$ cat config.mk
export PLATFORM = sky130hd
export DESIGN_NAME = axi_led_top
export DESIGN_NICKNAME = d
export VERILOG_FILES = /design/src/common/led_pkg.sv /design/src/common/bus_pkg.sv /design/src/axi_led_top.sv /design/src/led_page_display.sv /design/src/led_reg_slave.sv /design/src/bus/bus_fsm.sv /design/src/bus/burst_counter.sv
export SDC_FILE = /design/constraint.sdc
export NUM_CORES = 1
export LEC_CHECK = 0
export BUFFER_PORTS_ARGS = -buffer_cell sky130_fd_sc_hd__buf_2
export CAP_MARGIN = 15
export CORE_AREA = 2 2 145 147
export CTS_CLUSTER_SIZE = 25
export DETAILED_ROUTE_END_ITERATION = 8
export DIE_AREA = 0 0 147 149
export PLACE_DENSITY = 0.75
export SETUP_SLACK_MARGIN = 0.4
export SYNTH_ARGS = -nofsm -noshare
export SYNTH_HDL_FRONTEND = slang
export SYNTH_SLANG_ARGS = --single-unit
$ cat constraint.sdc
create_clock -name sys_clk -period 4.2 [get_ports sys_clk]
set_input_delay 0.63 -clock sys_clk [delete_from_list [all_inputs] [get_ports sys_clk]]
set_output_delay 0.63 -clock sys_clk [all_outputs]
set_load 0.01 [all_outputs]
$ cat src/common/led_pkg.sv
package led_pkg;

    localparam int REG_COUNT = 4;

    typedef logic [7:0] led_byte_t;
    typedef logic [3:0] page_idx_t;    // 16 bytes per page

    // register k sits at bits 32k+31:32k
    typedef logic [REG_COUNT*32-1:0] reg_bank_t;

endpackage

$ cat src/common/bus_pkg.sv
package bus_pkg;

    typedef logic [31:0] addr_t;
    typedef logic [31:0] data_t;
    typedef logic [3:0]  strb_t;
    typedef logic [7:0]  len_t;    // beats minus one
    typedef logic [1:0]  resp_t;

    localparam resp_t RESP_OKAY   = 2'd0;
    localparam resp_t RESP_DECERR = 2'd3;

    typedef struct packed {
        logic  valid;
        addr_t addr;
        len_t  len;
    } aw_t;

    typedef struct packed {
        logic  valid;
        data_t data;
        strb_t strb;
    } w_t;

    typedef struct packed {
        logic  valid;
        resp_t resp;
    } b_t;

    typedef struct packed {
        logic  valid;
        addr_t addr;
        len_t  len;
    } ar_t;

    typedef struct packed {
        logic  valid;
        data_t data;
        resp_t resp;
        logic  last;
    } r_t;

    // what the counter needs to start a burst
    typedef struct packed {
        addr_t addr;
        len_t  len;
    } burst_t;

endpackage
$ cat src/axi_led_top.sv
`timescale 1ns/10ps

module axi_led_top #(
    parameter bus_pkg::addr_t LED_START_ADDR = 32'h2000_0000,
    parameter bus_pkg::addr_t LED_END_ADDR   = 32'h2fff_ff0f
) (
    input  logic               sys_clk,
    input  logic               rst_n,
    input  bus_pkg::aw_t       aw,
    output logic               aw_ready,
    input  bus_pkg::w_t        w,
    output logic               w_ready,
    output bus_pkg::b_t        b,
    input  logic               b_ready,
    input  bus_pkg::ar_t       ar,
    output logic               ar_ready,
    output bus_pkg::r_t        r,
    input  logic               r_ready,
    input  logic               btn_up,
    input  logic               btn_down,
    output led_pkg::led_byte_t led8,
    output led_pkg::page_idx_t led4
);
    import bus_pkg::*;
    import led_pkg::*;

    logic      burst_load;
    burst_t    burst_start;
    logic      beat_step;
    addr_t     beat_addr;
    logic      beat_last;
    logic      wr_en;
    data_t     wr_data;
    strb_t     wr_strb;
    data_t     rd_data;
    reg_bank_t reg_bank;

    bus_fsm #(
        .LED_START_ADDR (LED_START_ADDR),
        .LED_END_ADDR   (LED_END_ADDR)
    ) u_bus_fsm (
        .sys_clk     (sys_clk),
        .rst_n       (rst_n),
        .aw          (aw),
        .aw_ready    (aw_ready),
        .w           (w),
        .w_ready     (w_ready),
        .b           (b),
        .b_ready     (b_ready),
        .ar          (ar),
        .ar_ready    (ar_ready),
        .r           (r),
        .r_ready     (r_ready),
        .burst_load  (burst_load),
        .burst_start (burst_start),
        .beat_step   (beat_step),
        .beat_addr   (beat_addr),
        .beat_last   (beat_last),
        .wr_en       (wr_en),
        .wr_data     (wr_data),
        .wr_strb     (wr_strb),
        .rd_data     (rd_data)
    );

    burst_counter u_burst_counter (
        .sys_clk     (sys_clk),
        .rst_n       (rst_n),
        .burst_load  (burst_load),
        .burst_start (burst_start),
        .beat_step   (beat_step),
        .beat_addr   (beat_addr),
        .beat_last   (beat_last)
    );

    led_reg_slave u_led_reg_slave (
        .sys_clk   (sys_clk),
        .rst_n     (rst_n),
        .beat_addr (beat_addr),
        .wr_en     (wr_en),
        .wr_data   (wr_data),
        .wr_strb   (wr_strb),
        .rd_data   (rd_data),
        .reg_bank  (reg_bank)
    );

    led_page_display u_led_page_display (
        .sys_clk  (sys_clk),
        .rst_n    (rst_n),
        .reg_bank (reg_bank),
        .btn_up   (btn_up),
        .btn_down (btn_down),
        .led8     (led8),
        .led4     (led4)
    );

endmodule

$ cat src/led_page_display.sv
`timescale 1ns/10ps

module led_page_display (
    input  logic               sys_clk,
    input  logic               rst_n,
    input  led_pkg::reg_bank_t reg_bank,
    input  logic               btn_up,
    input  logic               btn_down,
    output led_pkg::led_byte_t led8,
    output led_pkg::page_idx_t led4
);
    import led_pkg::*;

    logic      up_q;
    logic      down_q;
    logic      up_rise;
    logic      down_rise;
    page_idx_t idx;

    // previous button samples
    always_ff @(posedge sys_clk) begin
        up_q   <= btn_up;
        down_q <= btn_down;
    end

    assign up_rise   = btn_up && !up_q;
    assign down_rise = btn_down && !down_q;

    always_ff @(posedge sys_clk) begin
        if (!rst_n) begin
            idx <= '0;
        end else if (up_rise && !down_rise) begin
            idx <= idx + page_idx_t'(1);    // wraps 15 to 0
        end else if (down_rise && !up_rise) begin
            idx <= idx - page_idx_t'(1);
        end
    end

    // byte idx%4 of register idx/4 is simply byte idx of the bank
    assign led8 = reg_bank[idx*8 +: 8];
    assign led4 = idx;

endmodule

$ cat src/led_reg_slave.sv
`timescale 1ns/10ps

module led_reg_slave (
    input  logic               sys_clk,
    input  logic               rst_n,
    input  bus_pkg::addr_t     beat_addr,
    input  logic               wr_en,
    input  bus_pkg::data_t     wr_data,
    input  bus_pkg::strb_t     wr_strb,
    output bus_pkg::data_t     rd_data,
    output led_pkg::reg_bank_t reg_bank
);
    import led_pkg::*;

    localparam int SEL_W = $clog2(REG_COUNT);

    logic [SEL_W-1:0] sel;

    // word select, higher offset bits alias
    assign sel = beat_addr[SEL_W+1:2];

    always_ff @(posedge sys_clk) begin
        if (!rst_n) begin
            reg_bank <= '0;
        end else if (wr_en) begin
            for (int i = 0; i < $bits(wr_strb); i++) begin
                if (wr_strb[i]) begin
                    reg_bank[sel*32 + i*8 +: 8] <= wr_data[i*8 +: 8];
                end
            end
        end
    end

    assign rd_data = reg_bank[sel*32 +: 32];

endmodule

$ cat src/bus/bus_fsm.sv
`timescale 1ns/10ps

module bus_fsm #(
    parameter bus_pkg::addr_t LED_START_ADDR = 32'h2000_0000,
    parameter bus_pkg::addr_t LED_END_ADDR   = 32'h2fff_ff0f
) (
    input  logic            sys_clk,
    input  logic            rst_n,
    input  bus_pkg::aw_t    aw,
    output logic            aw_ready,
    input  bus_pkg::w_t     w,
    output logic            w_ready,
    output bus_pkg::b_t     b,
    input  logic            b_ready,
    input  bus_pkg::ar_t    ar,
    output logic            ar_ready,
    output bus_pkg::r_t     r,
    input  logic            r_ready,
    output logic            burst_load,
    output bus_pkg::burst_t burst_start,
    output logic            beat_step,
    input  bus_pkg::addr_t  beat_addr,
    input  logic            beat_last,
    output logic            wr_en,
    output bus_pkg::data_t  wr_data,
    output bus_pkg::strb_t  wr_strb,
    input  bus_pkg::data_t  rd_data
);
    import bus_pkg::*;

    typedef enum logic [1:0] {IDLE, WR_DATA, WR_RESP, RD_DATA} state_t;

    state_t state;
    state_t state_nxt;
    logic   first_beat;    // counter still holds the start address
    logic   hit_q;
    logic   hit;

    // window compare runs on the registered start address, not the input port
    assign hit = first_beat ? (beat_addr >= LED_START_ADDR && beat_addr <= LED_END_ADDR)
                            : hit_q;

    always_ff @(posedge sys_clk) begin
        if (!rst_n) begin
            state      <= IDLE;
            first_beat <= 1'b0;
            hit_q      <= 1'b0;
        end else begin
            state <= state_nxt;
            if (burst_load) begin
                first_beat <= 1'b1;
            end else if (beat_step) begin
                first_beat <= 1'b0;
            end
            if (first_beat && beat_step) begin
                hit_q <= hit;    // held for the rest of the burst
            end
        end
    end

    always_comb begin
        state_nxt   = state;
        aw_ready    = 1'b0;
        ar_ready    = 1'b0;
        w_ready     = 1'b0;
        burst_load  = 1'b0;
        beat_step   = 1'b0;
        burst_start = '{addr: aw.addr, len: aw.len};
        b           = '0;
        r           = '0;
        case (state)
            IDLE: begin
                if (aw.valid) begin    // write wins
                    aw_ready   = 1'b1;
                    burst_load = 1'b1;
                    state_nxt  = WR_DATA;
                end else if (ar.valid) begin
                    ar_ready    = 1'b1;
                    burst_load  = 1'b1;
                    burst_start = '{addr: ar.addr, len: ar.len};
                    state_nxt   = RD_DATA;
                end
            end
            WR_DATA: begin
                w_ready = 1'b1;
                if (w.valid) begin
                    beat_step = 1'b1;
                    if (beat_last) begin
                        state_nxt = WR_RESP;
                    end
                end
            end
            WR_RESP: begin
                b.valid = 1'b1;
                b.resp  = hit ? RESP_OKAY : RESP_DECERR;
                if (b_ready) begin
                    state_nxt = IDLE;
                end
            end
            RD_DATA: begin
                r.valid = 1'b1;
                r.data  = hit ? rd_data : '0;    // misses read as zero
                r.resp  = hit ? RESP_OKAY : RESP_DECERR;
                r.last  = beat_last;
                if (r_ready) begin
                    beat_step = 1'b1;
                    if (beat_last) begin
                        state_nxt = IDLE;
                    end
                end
            end
            default: state_nxt = IDLE;
        endcase
    end

    // miss bursts still take their beats, data dropped
    assign wr_en   = w_ready && w.valid && hit;
    assign wr_data = w.data;
    assign wr_strb = w.strb;

endmodule

$ cat src/bus/burst_counter.sv
`timescale 1ns/10ps

module burst_counter (
    input  logic            sys_clk,
    input  logic            rst_n,
    input  logic            burst_load,
    input  bus_pkg::burst_t burst_start,
    input  logic            beat_step,
    output bus_pkg::addr_t  beat_addr,
    output logic            beat_last
);
    import bus_pkg::*;

    len_t beats_left;    // beats after the current one

    always_ff @(posedge sys_clk) begin
        if (!rst_n) begin
            beat_addr  <= '0;
            beats_left <= '0;
        end else if (burst_load) begin
            beat_addr  <= burst_start.addr;
            beats_left <= burst_start.len;
        end else if (beat_step) begin
            // incr only, one word per beat
            beat_addr  <= beat_addr + addr_t'(4);
            beats_left <= beats_left - len_t'(1);
        end
    end

    assign beat_last = (beats_left == '0);

endmodule

After elaboration in Yosys (flattened, before gate mapping) --
Cells that the tools add are included.
Storage, ports and cells: flip-flop bits (word level) 178, bits of input ports 125, output and inout port bits 54, word-level logic and storage cells 107
Operators by class: $add $sub $neg 11, order comparisons 2, equal/unequal tests 9, shift-type cells 10, mux-type cells 49, reductions and logical operators 17
Operators by type and width (count):
- 128-bit 2-to-1 mux | 10
- 128-bit bitwise mux | 4
- 8-bit by 34-bit variable shift with 128-bit output (first input constant) | 4
- 8-bit by 34-bit variable part select with 128-bit output | 4
- 128-bit by 8-bit variable part select with 32-bit output | 1
- 128-bit by 8-bit variable part select with 8-bit output | 1
- 40-bit 2-to-1 mux | 3
- 32-bit negator with 34-bit output | 3
- 32-bit 2-to-1 mux | 3
- 36-bit 2-to-1 mux | 1
- 7-bit negator with 34-bit output | 1
- 32-bit by 3-bit adder with 32-bit output (second input constant) | 1
- 32-bit by 30-bit >= comparator with 1-bit output (second input constant) | 1
- 32-bit by 30-bit <= comparator with 1-bit output (second input constant) | 1
- 7-bit by 5-bit adder with 8-bit output (second input constant) | 2
- 2-bit 2-to-1 mux | 8
- 8-bit 2-to-1 mux | 2
- 1-bit 2-to-1 mux | 13
- 7-bit by 4-bit adder with 8-bit output (second input constant) | 1
- 1-bit logical AND | 8
- 8-bit zero test | 1
- 4-bit 2-to-1 mux | 2
- 2-bit case mux with 4 select lines | 1
- 8-bit by 1-bit subtractor with 8-bit output (second input constant) | 1
- 13 further kinds | 21

Longest topological paths before layout --
depth in word-level cells 16, depth in mapped cells 9, mapped depth without buffers 9

Modules after synthesis --
From an unflattened synthesis, not the netlist that was laid out.
Unflattened totals: cell total of the unflattened synthesis 1146, area, all modules 10470.0 um^2
By module, submodules not included:
- led_reg_slave | instances 1, cells an instance 596, area each 5497.8 um^2, sequential area each 2562.5 um^2
- burst_counter | instances 1, cells an instance 276, area each 2247.2 um^2, sequential area each 800.8 um^2
- bus_fsm | instances 1, cells an instance 173, area each 1383.8 um^2, sequential area each 80.1 um^2
- led_page_display | instances 1, cells an instance 101, area each 1341.3 um^2, sequential area each 120.1 um^2

Worst setup path before layout --
No wires, ideal clock.
kind flip-flop to output port, start point reg u_led_page_display.idx[0] (netlist: u_led_page_display.led4[0]), end point out led8[4], data arrival time 2.099 ns, data required time 3.570 ns, path slack 1.471 ns, cell stages (with the launch flop) 5, path buffers 2, cell sequence dfxtp_1 > clkbuf_1 > buf_2 > mux4_2 > mux4_2
On the way: cells in the longest elaborated chain, start to end 1
Ends and longest elaborated chain:
- from (decl) | RTL line led_page_display.sv:18 | page_idx_t idx;
- from (signal assigned) | RTL line led_page_display.sv:33 | idx <= idx + page_idx_t'(1);
- from (signal assigned) | RTL line led_page_display.sv:35 | idx <= idx - page_idx_t'(1);
- 128-bit by 8-bit variable part select with 8-bit output | RTL line led_page_display.sv:40 | assign led8 = reg_bank[idx*8 +: 8];
- to (decl) | RTL line axi_led_top.sv:21 | output led_pkg::led_byte_t led8,
No other way between the ends.

==> reports/summary.json <==
{
  "worstSetupStartpointType": {"value": "flop"},
  "floorplan.io_pins": {"value": 179},
  "core_region_area": {"value": 20560, "unit": "sq um"},
  "portBuffers": {"value": 174},
  "grt_pass1_vias": {"value": 8837},
  "yosysTopAreaCellShare": {"value": 33.25, "unit": "%"},
  "cts_sinks": {"value": 176},
  "busiest_layer": {"value": "met2"},
  "postCtsSetupRepairBufs": {"value": 0},
  "finalClockSkew": {"value": 0.01495, "unit": "ns"},
  "design_area": {"value": 12160, "unit": "sq um"},
  "clk-insertion-delay-late": {"value": 0.44, "unit": "ns"},
  "die_height": {"value": 149, "unit": "microns"},
  "grt.met1_usage": {"value": 39.95, "unit": "%"},
  "post_synth.cell_area_avg": {"value": 9.633, "unit": "sq um"},
  "syn_to_final_growth": {"value": 14.71, "unit": "%"},
  "grt_setup_unrepaired": {"value": "no"},
  "critPathRequiredTime": {"value": 3.57, "unit": "ns"},
  "row_count": {"value": 53},
  "hold_violations": {"value": 0},
  "maximum_achievable_frequency": {"value": 285.3, "unit": "MHz"},
  "post-place-cells": {"value": 1476},
  "h_tree_level_count": {"value": 4},
  "layout.nets": {"value": 1358},
  "ys_warn_count": {"value": 0},
  "global_route.usage.total": {"value": 28.99, "unit": "%"},
  "die_area": {"value": 21900, "unit": "sq um"},
  "drt.antenna.violating_nets": {"value": 0},
  "cts_root_buffer": {"value": "sky130_fd_sc_hd__clkbuf_16"},
  "synth-edff-count": {"value": 0},
  "power.leakage": {"value": 5.089, "unit": "nW"},
  "grt_antenna_before_repair": {"value": 2},
  "finalSetupTns": {"value": 0, "unit": "ns"},
  "hold_path_class": {"value": "in -> reg"},
  "outcome": {"value": "completed"},
  "layout_setup_ws": {"value": 0.6952, "unit": "ns"},
  "synth_seq_cells": {"value": 176},
  "drive_above_1_share": {"value": 26.99, "unit": "%"},
  "power_density": {"value": 427.9, "unit": "nW/um^2"},
  "syn_area": {"value": 10600, "unit": "sq um"},
  "tightestPinTransition": {"value": 1.139, "unit": "ns"},
  "routed-via-count": {"value": 9371},
  "critical_path_class": {"value": "reg -> out"},
  "dp_worst_setup_slack": {"value": 1.029, "unit": "ns"},
  "clkTransAtPathRegs": {"value": 0.07, "unit": "ns"},
  "max-vdd-ir-drop": {"value": 0.3549, "unit": "mV"},
  "cts-root-to-sink-buffers": {"value": 2},
  "finalPower": {"value": 0.005202, "unit": "W"},
  "iteration_0_drc_count_of_the_detailed_router": {"value": 1025},
  "post-route-period-util": {"value": 83.45, "unit": "%"},
  "timing.max_cap.violations": {"value": 0},
  "post-synth-top-count-cell": {"value": "sky130_fd_sc_hd__dfxtp_1"},
  "synth_async_sr_flop_share": {"value": 0, "unit": "%"},
  "vias_per_cell": {"value": 6.202},
  "gr-usage-met2": {"value": 46.90, "unit": "%"},
  "setup_viol": {"value": 0},
  "gr-total-overflow": {"value": 0},
  "fill_cells": {"value": 1756},
  "yosys-top-cells-count": {"value": "176 x sky130_fd_sc_hd__dfxtp_1, 165 x sky130_fd_sc_hd__nand2_1, 141 x sky130_fd_sc_hd__nand3_1"},
  "grt_start_max_net_pins": {"value": 118},
  "post_synth_num_cell_types": {"value": 69},
  "crit_fanout": {"value": 20},
  "residual_drc": {"value": 0},
  "cp-end-kind": {"value": "output port"},
  "gr-usage-met3": {"value": 4.985, "unit": "%"},
  "cts-buffers-inserted": {"value": 17},
  "initial_utilization": {"value": 51.55, "unit": "%"},
  "synthFlopType": {"value": "sky130_fd_sc_hd__dfxtp_1"},
  "synth.yosys.seq_area_share": {"value": 33.25, "unit": "%"},
  "drtPass1Iterations": {"value": 6},
  "syn-num-nets": {"value": 1237},
  "placed_instance_area": {"value": 11540, "unit": "sq um"},
  "dp.final_hpwl": {"value": 22330, "unit": "microns"},
  "synth_area_leader_cell": {"value": "sky130_fd_sc_hd__dfxtp_1"},
  "wl_per_cell": {"value": 21.24, "unit": "microns"},
  "gp_congestion": {"value": 0.8854},
  "wire_length_of_the_first_global_routing_pass": {"value": 49290, "unit": "microns"},
  "cts_tree": {"value": "yes"},
  "stdcell_count": {"value": 1511},
  "synth.top_cells.by_area": {"value": "sky130_fd_sc_hd__dfxtp_1 33%, sky130_fd_sc_hd__mux4_2 16%, sky130_fd_sc_hd__mux2i_1 13%"},
  "slew_headroom": {"value": 23.88, "unit": "%"},
  "final.min_clock_period": {"value": 3.505, "unit": "ns"},
  "slew_violations": {"value": 0},
  "routed_wl": {"value": 32090, "unit": "microns"},
  "critical_path_arrival": {"value": 2.87, "unit": "ns"},
  "synth_cells": {"value": 1100},
  "die-width": {"value": 147, "unit": "microns"}
}
-- kinds of logic after synthesis --
group / count (synthesis) / share of synthesized area [%]
buffers and inverters: 103 / 4.357
DFF: 176 / 33.25
and+or+nand+nor: 470 / 23.73
muxes: 207 / 28.21
AOI/OAI and AO/OA: 109 / 7.061
xor gates and xnor gates: 23 / 1.901
adders and majority gates: 12 / 1.488
-- worst max-delay path, cell delays in order, from the launching register on --
cell	delay, ns
sky130_fd_sc_hd__dfxtp_1	0.42
sky130_fd_sc_hd__nand4_2	0.21
sky130_fd_sc_hd__nor4_2	0.46
sky130_fd_sc_hd__a21oi_1	0.26
sky130_fd_sc_hd__o21ai_4	0.49
sky130_fd_sc_hd__buf_4	0.36
sky130_fd_sc_hd__nor2b_1	0.07
sky130_fd_sc_hd__buf_2	0.16
-- power by group --
group          leakage, nW  switching [W]  internal [W]
Clock                0.293       0.000775      0.000849
Combinational         3.37       0.000938      0.000592
Sequential            1.43       0.000242       0.00181
Total                 5.09        0.00195       0.00325
-- sequential cells by signal, summed over array words and instances, names as in the netlist --
register / flops
u_led_page_display.down_q: 1
u_burst_counter.beat_addr: 30
u_bus_fsm.hit_q: 1
u_led_reg_slave.reg_bank: 128
u_led_page_display.led4: 4
u_burst_counter.beats_left: 8
u_bus_fsm.state: 2
u_led_page_display.up_q: 1
u_bus_fsm.first_beat: 1
-- per-layer routing --
layer | routed length, microns | vias up
met4 | 788 | 0
met3 | 2932 | 55
met2 | 15130 | 470
met1 | 13250 | 4524
met5 | 0 | -
li1 | - | 4322
-- metrics by stage --
| step | hold WS [ns] | utilization [%] |
|---|---|---|
| after floorplan | 0.4416 | - |
| after global placement | 0.4573 | 56.15 |
| after detailed placement | 0.4659 | 56.15 |
| after CTS | 0.3064 | 59.03 |
| after global routing | 0.3025 | 59.12 |
| final | 0.3063 | 59.13 |
-- worst paths after layout --
check / from / to / slack [ns] / cells past startpoint
worst max-delay path: u_burst_counter.beat_addr[13] / r[11] / 0.70 / 7
worst min-delay path: btn_down / u_led_page_display.down_q / 0.31 / 1
worst max register to register: u_burst_counter.beat_addr[2] / u_led_reg_slave.reg_bank[65] / 1.11 / 5
worst min register to register: u_led_reg_slave.reg_bank[10] / u_led_reg_slave.reg_bank[10] / 0.48 / 2
-- area by class of cell --
class	count	area [sq um]	area share, %
clock inverter	15	166.4	1.369
clock buffer	17	425.4	3.500
antenna	2	5.005	0.04117
inverter	14	52.55	0.4323
sequential	176	3527	29.02
timing repair buffer	191	1005	8.266
multi-input combinational	821	6630	54.54
tap	275	344.1	2.831
-- layout by cell type, fill, tap and decap left out, types with 4 or more instances in the layout --
| cell | count |
|---|---|
| sky130_fd_sc_hd__a211oi_1 | 5 |
| sky130_fd_sc_hd__a21oi_1 | 21 |
| sky130_fd_sc_hd__and2_1 | 4 |
| sky130_fd_sc_hd__and3_1 | 13 |
| sky130_fd_sc_hd__and4_1 | 4 |
| sky130_fd_sc_hd__buf_2 | 173 |
| sky130_fd_sc_hd__buf_4 | 16 |
| sky130_fd_sc_hd__clkbuf_16 | 17 |
| sky130_fd_sc_hd__clkinv_4 | 4 |
| sky130_fd_sc_hd__dfxtp_1 | 173 |
| sky130_fd_sc_hd__ha_1 | 11 |
| sky130_fd_sc_hd__inv_1 | 11 |
| sky130_fd_sc_hd__inv_6 | 4 |
| sky130_fd_sc_hd__inv_8 | 4 |
| sky130_fd_sc_hd__mux2i_1 | 133 |
| sky130_fd_sc_hd__mux4_2 | 73 |
| sky130_fd_sc_hd__nand2_1 | 165 |
| sky130_fd_sc_hd__nand3_1 | 141 |
| sky130_fd_sc_hd__nand4_1 | 14 |
| sky130_fd_sc_hd__nand4_2 | 6 |
| sky130_fd_sc_hd__nand4_4 | 10 |
| sky130_fd_sc_hd__nor2_1 | 36 |
| sky130_fd_sc_hd__nor2b_1 | 35 |
| sky130_fd_sc_hd__nor3_1 | 8 |
| sky130_fd_sc_hd__nor3b_1 | 4 |
| sky130_fd_sc_hd__nor4_1 | 5 |
| sky130_fd_sc_hd__nor4_2 | 4 |
| sky130_fd_sc_hd__o211a_1 | 7 |
| sky130_fd_sc_hd__o21ai_0 | 9 |
| sky130_fd_sc_hd__o221ai_1 | 7 |
| sky130_fd_sc_hd__o22ai_1 | 37 |
| sky130_fd_sc_hd__xnor2_1 | 15 |
| sky130_fd_sc_hd__xor2_1 | 8 |
-- timing repair --
item                                    4_1_cts  5_1_grt
hold buffers                                  0        0
gates resized for setup                       0        1
endpoints found under the setup margin        0       20
(Power assumes the default switching activity.)
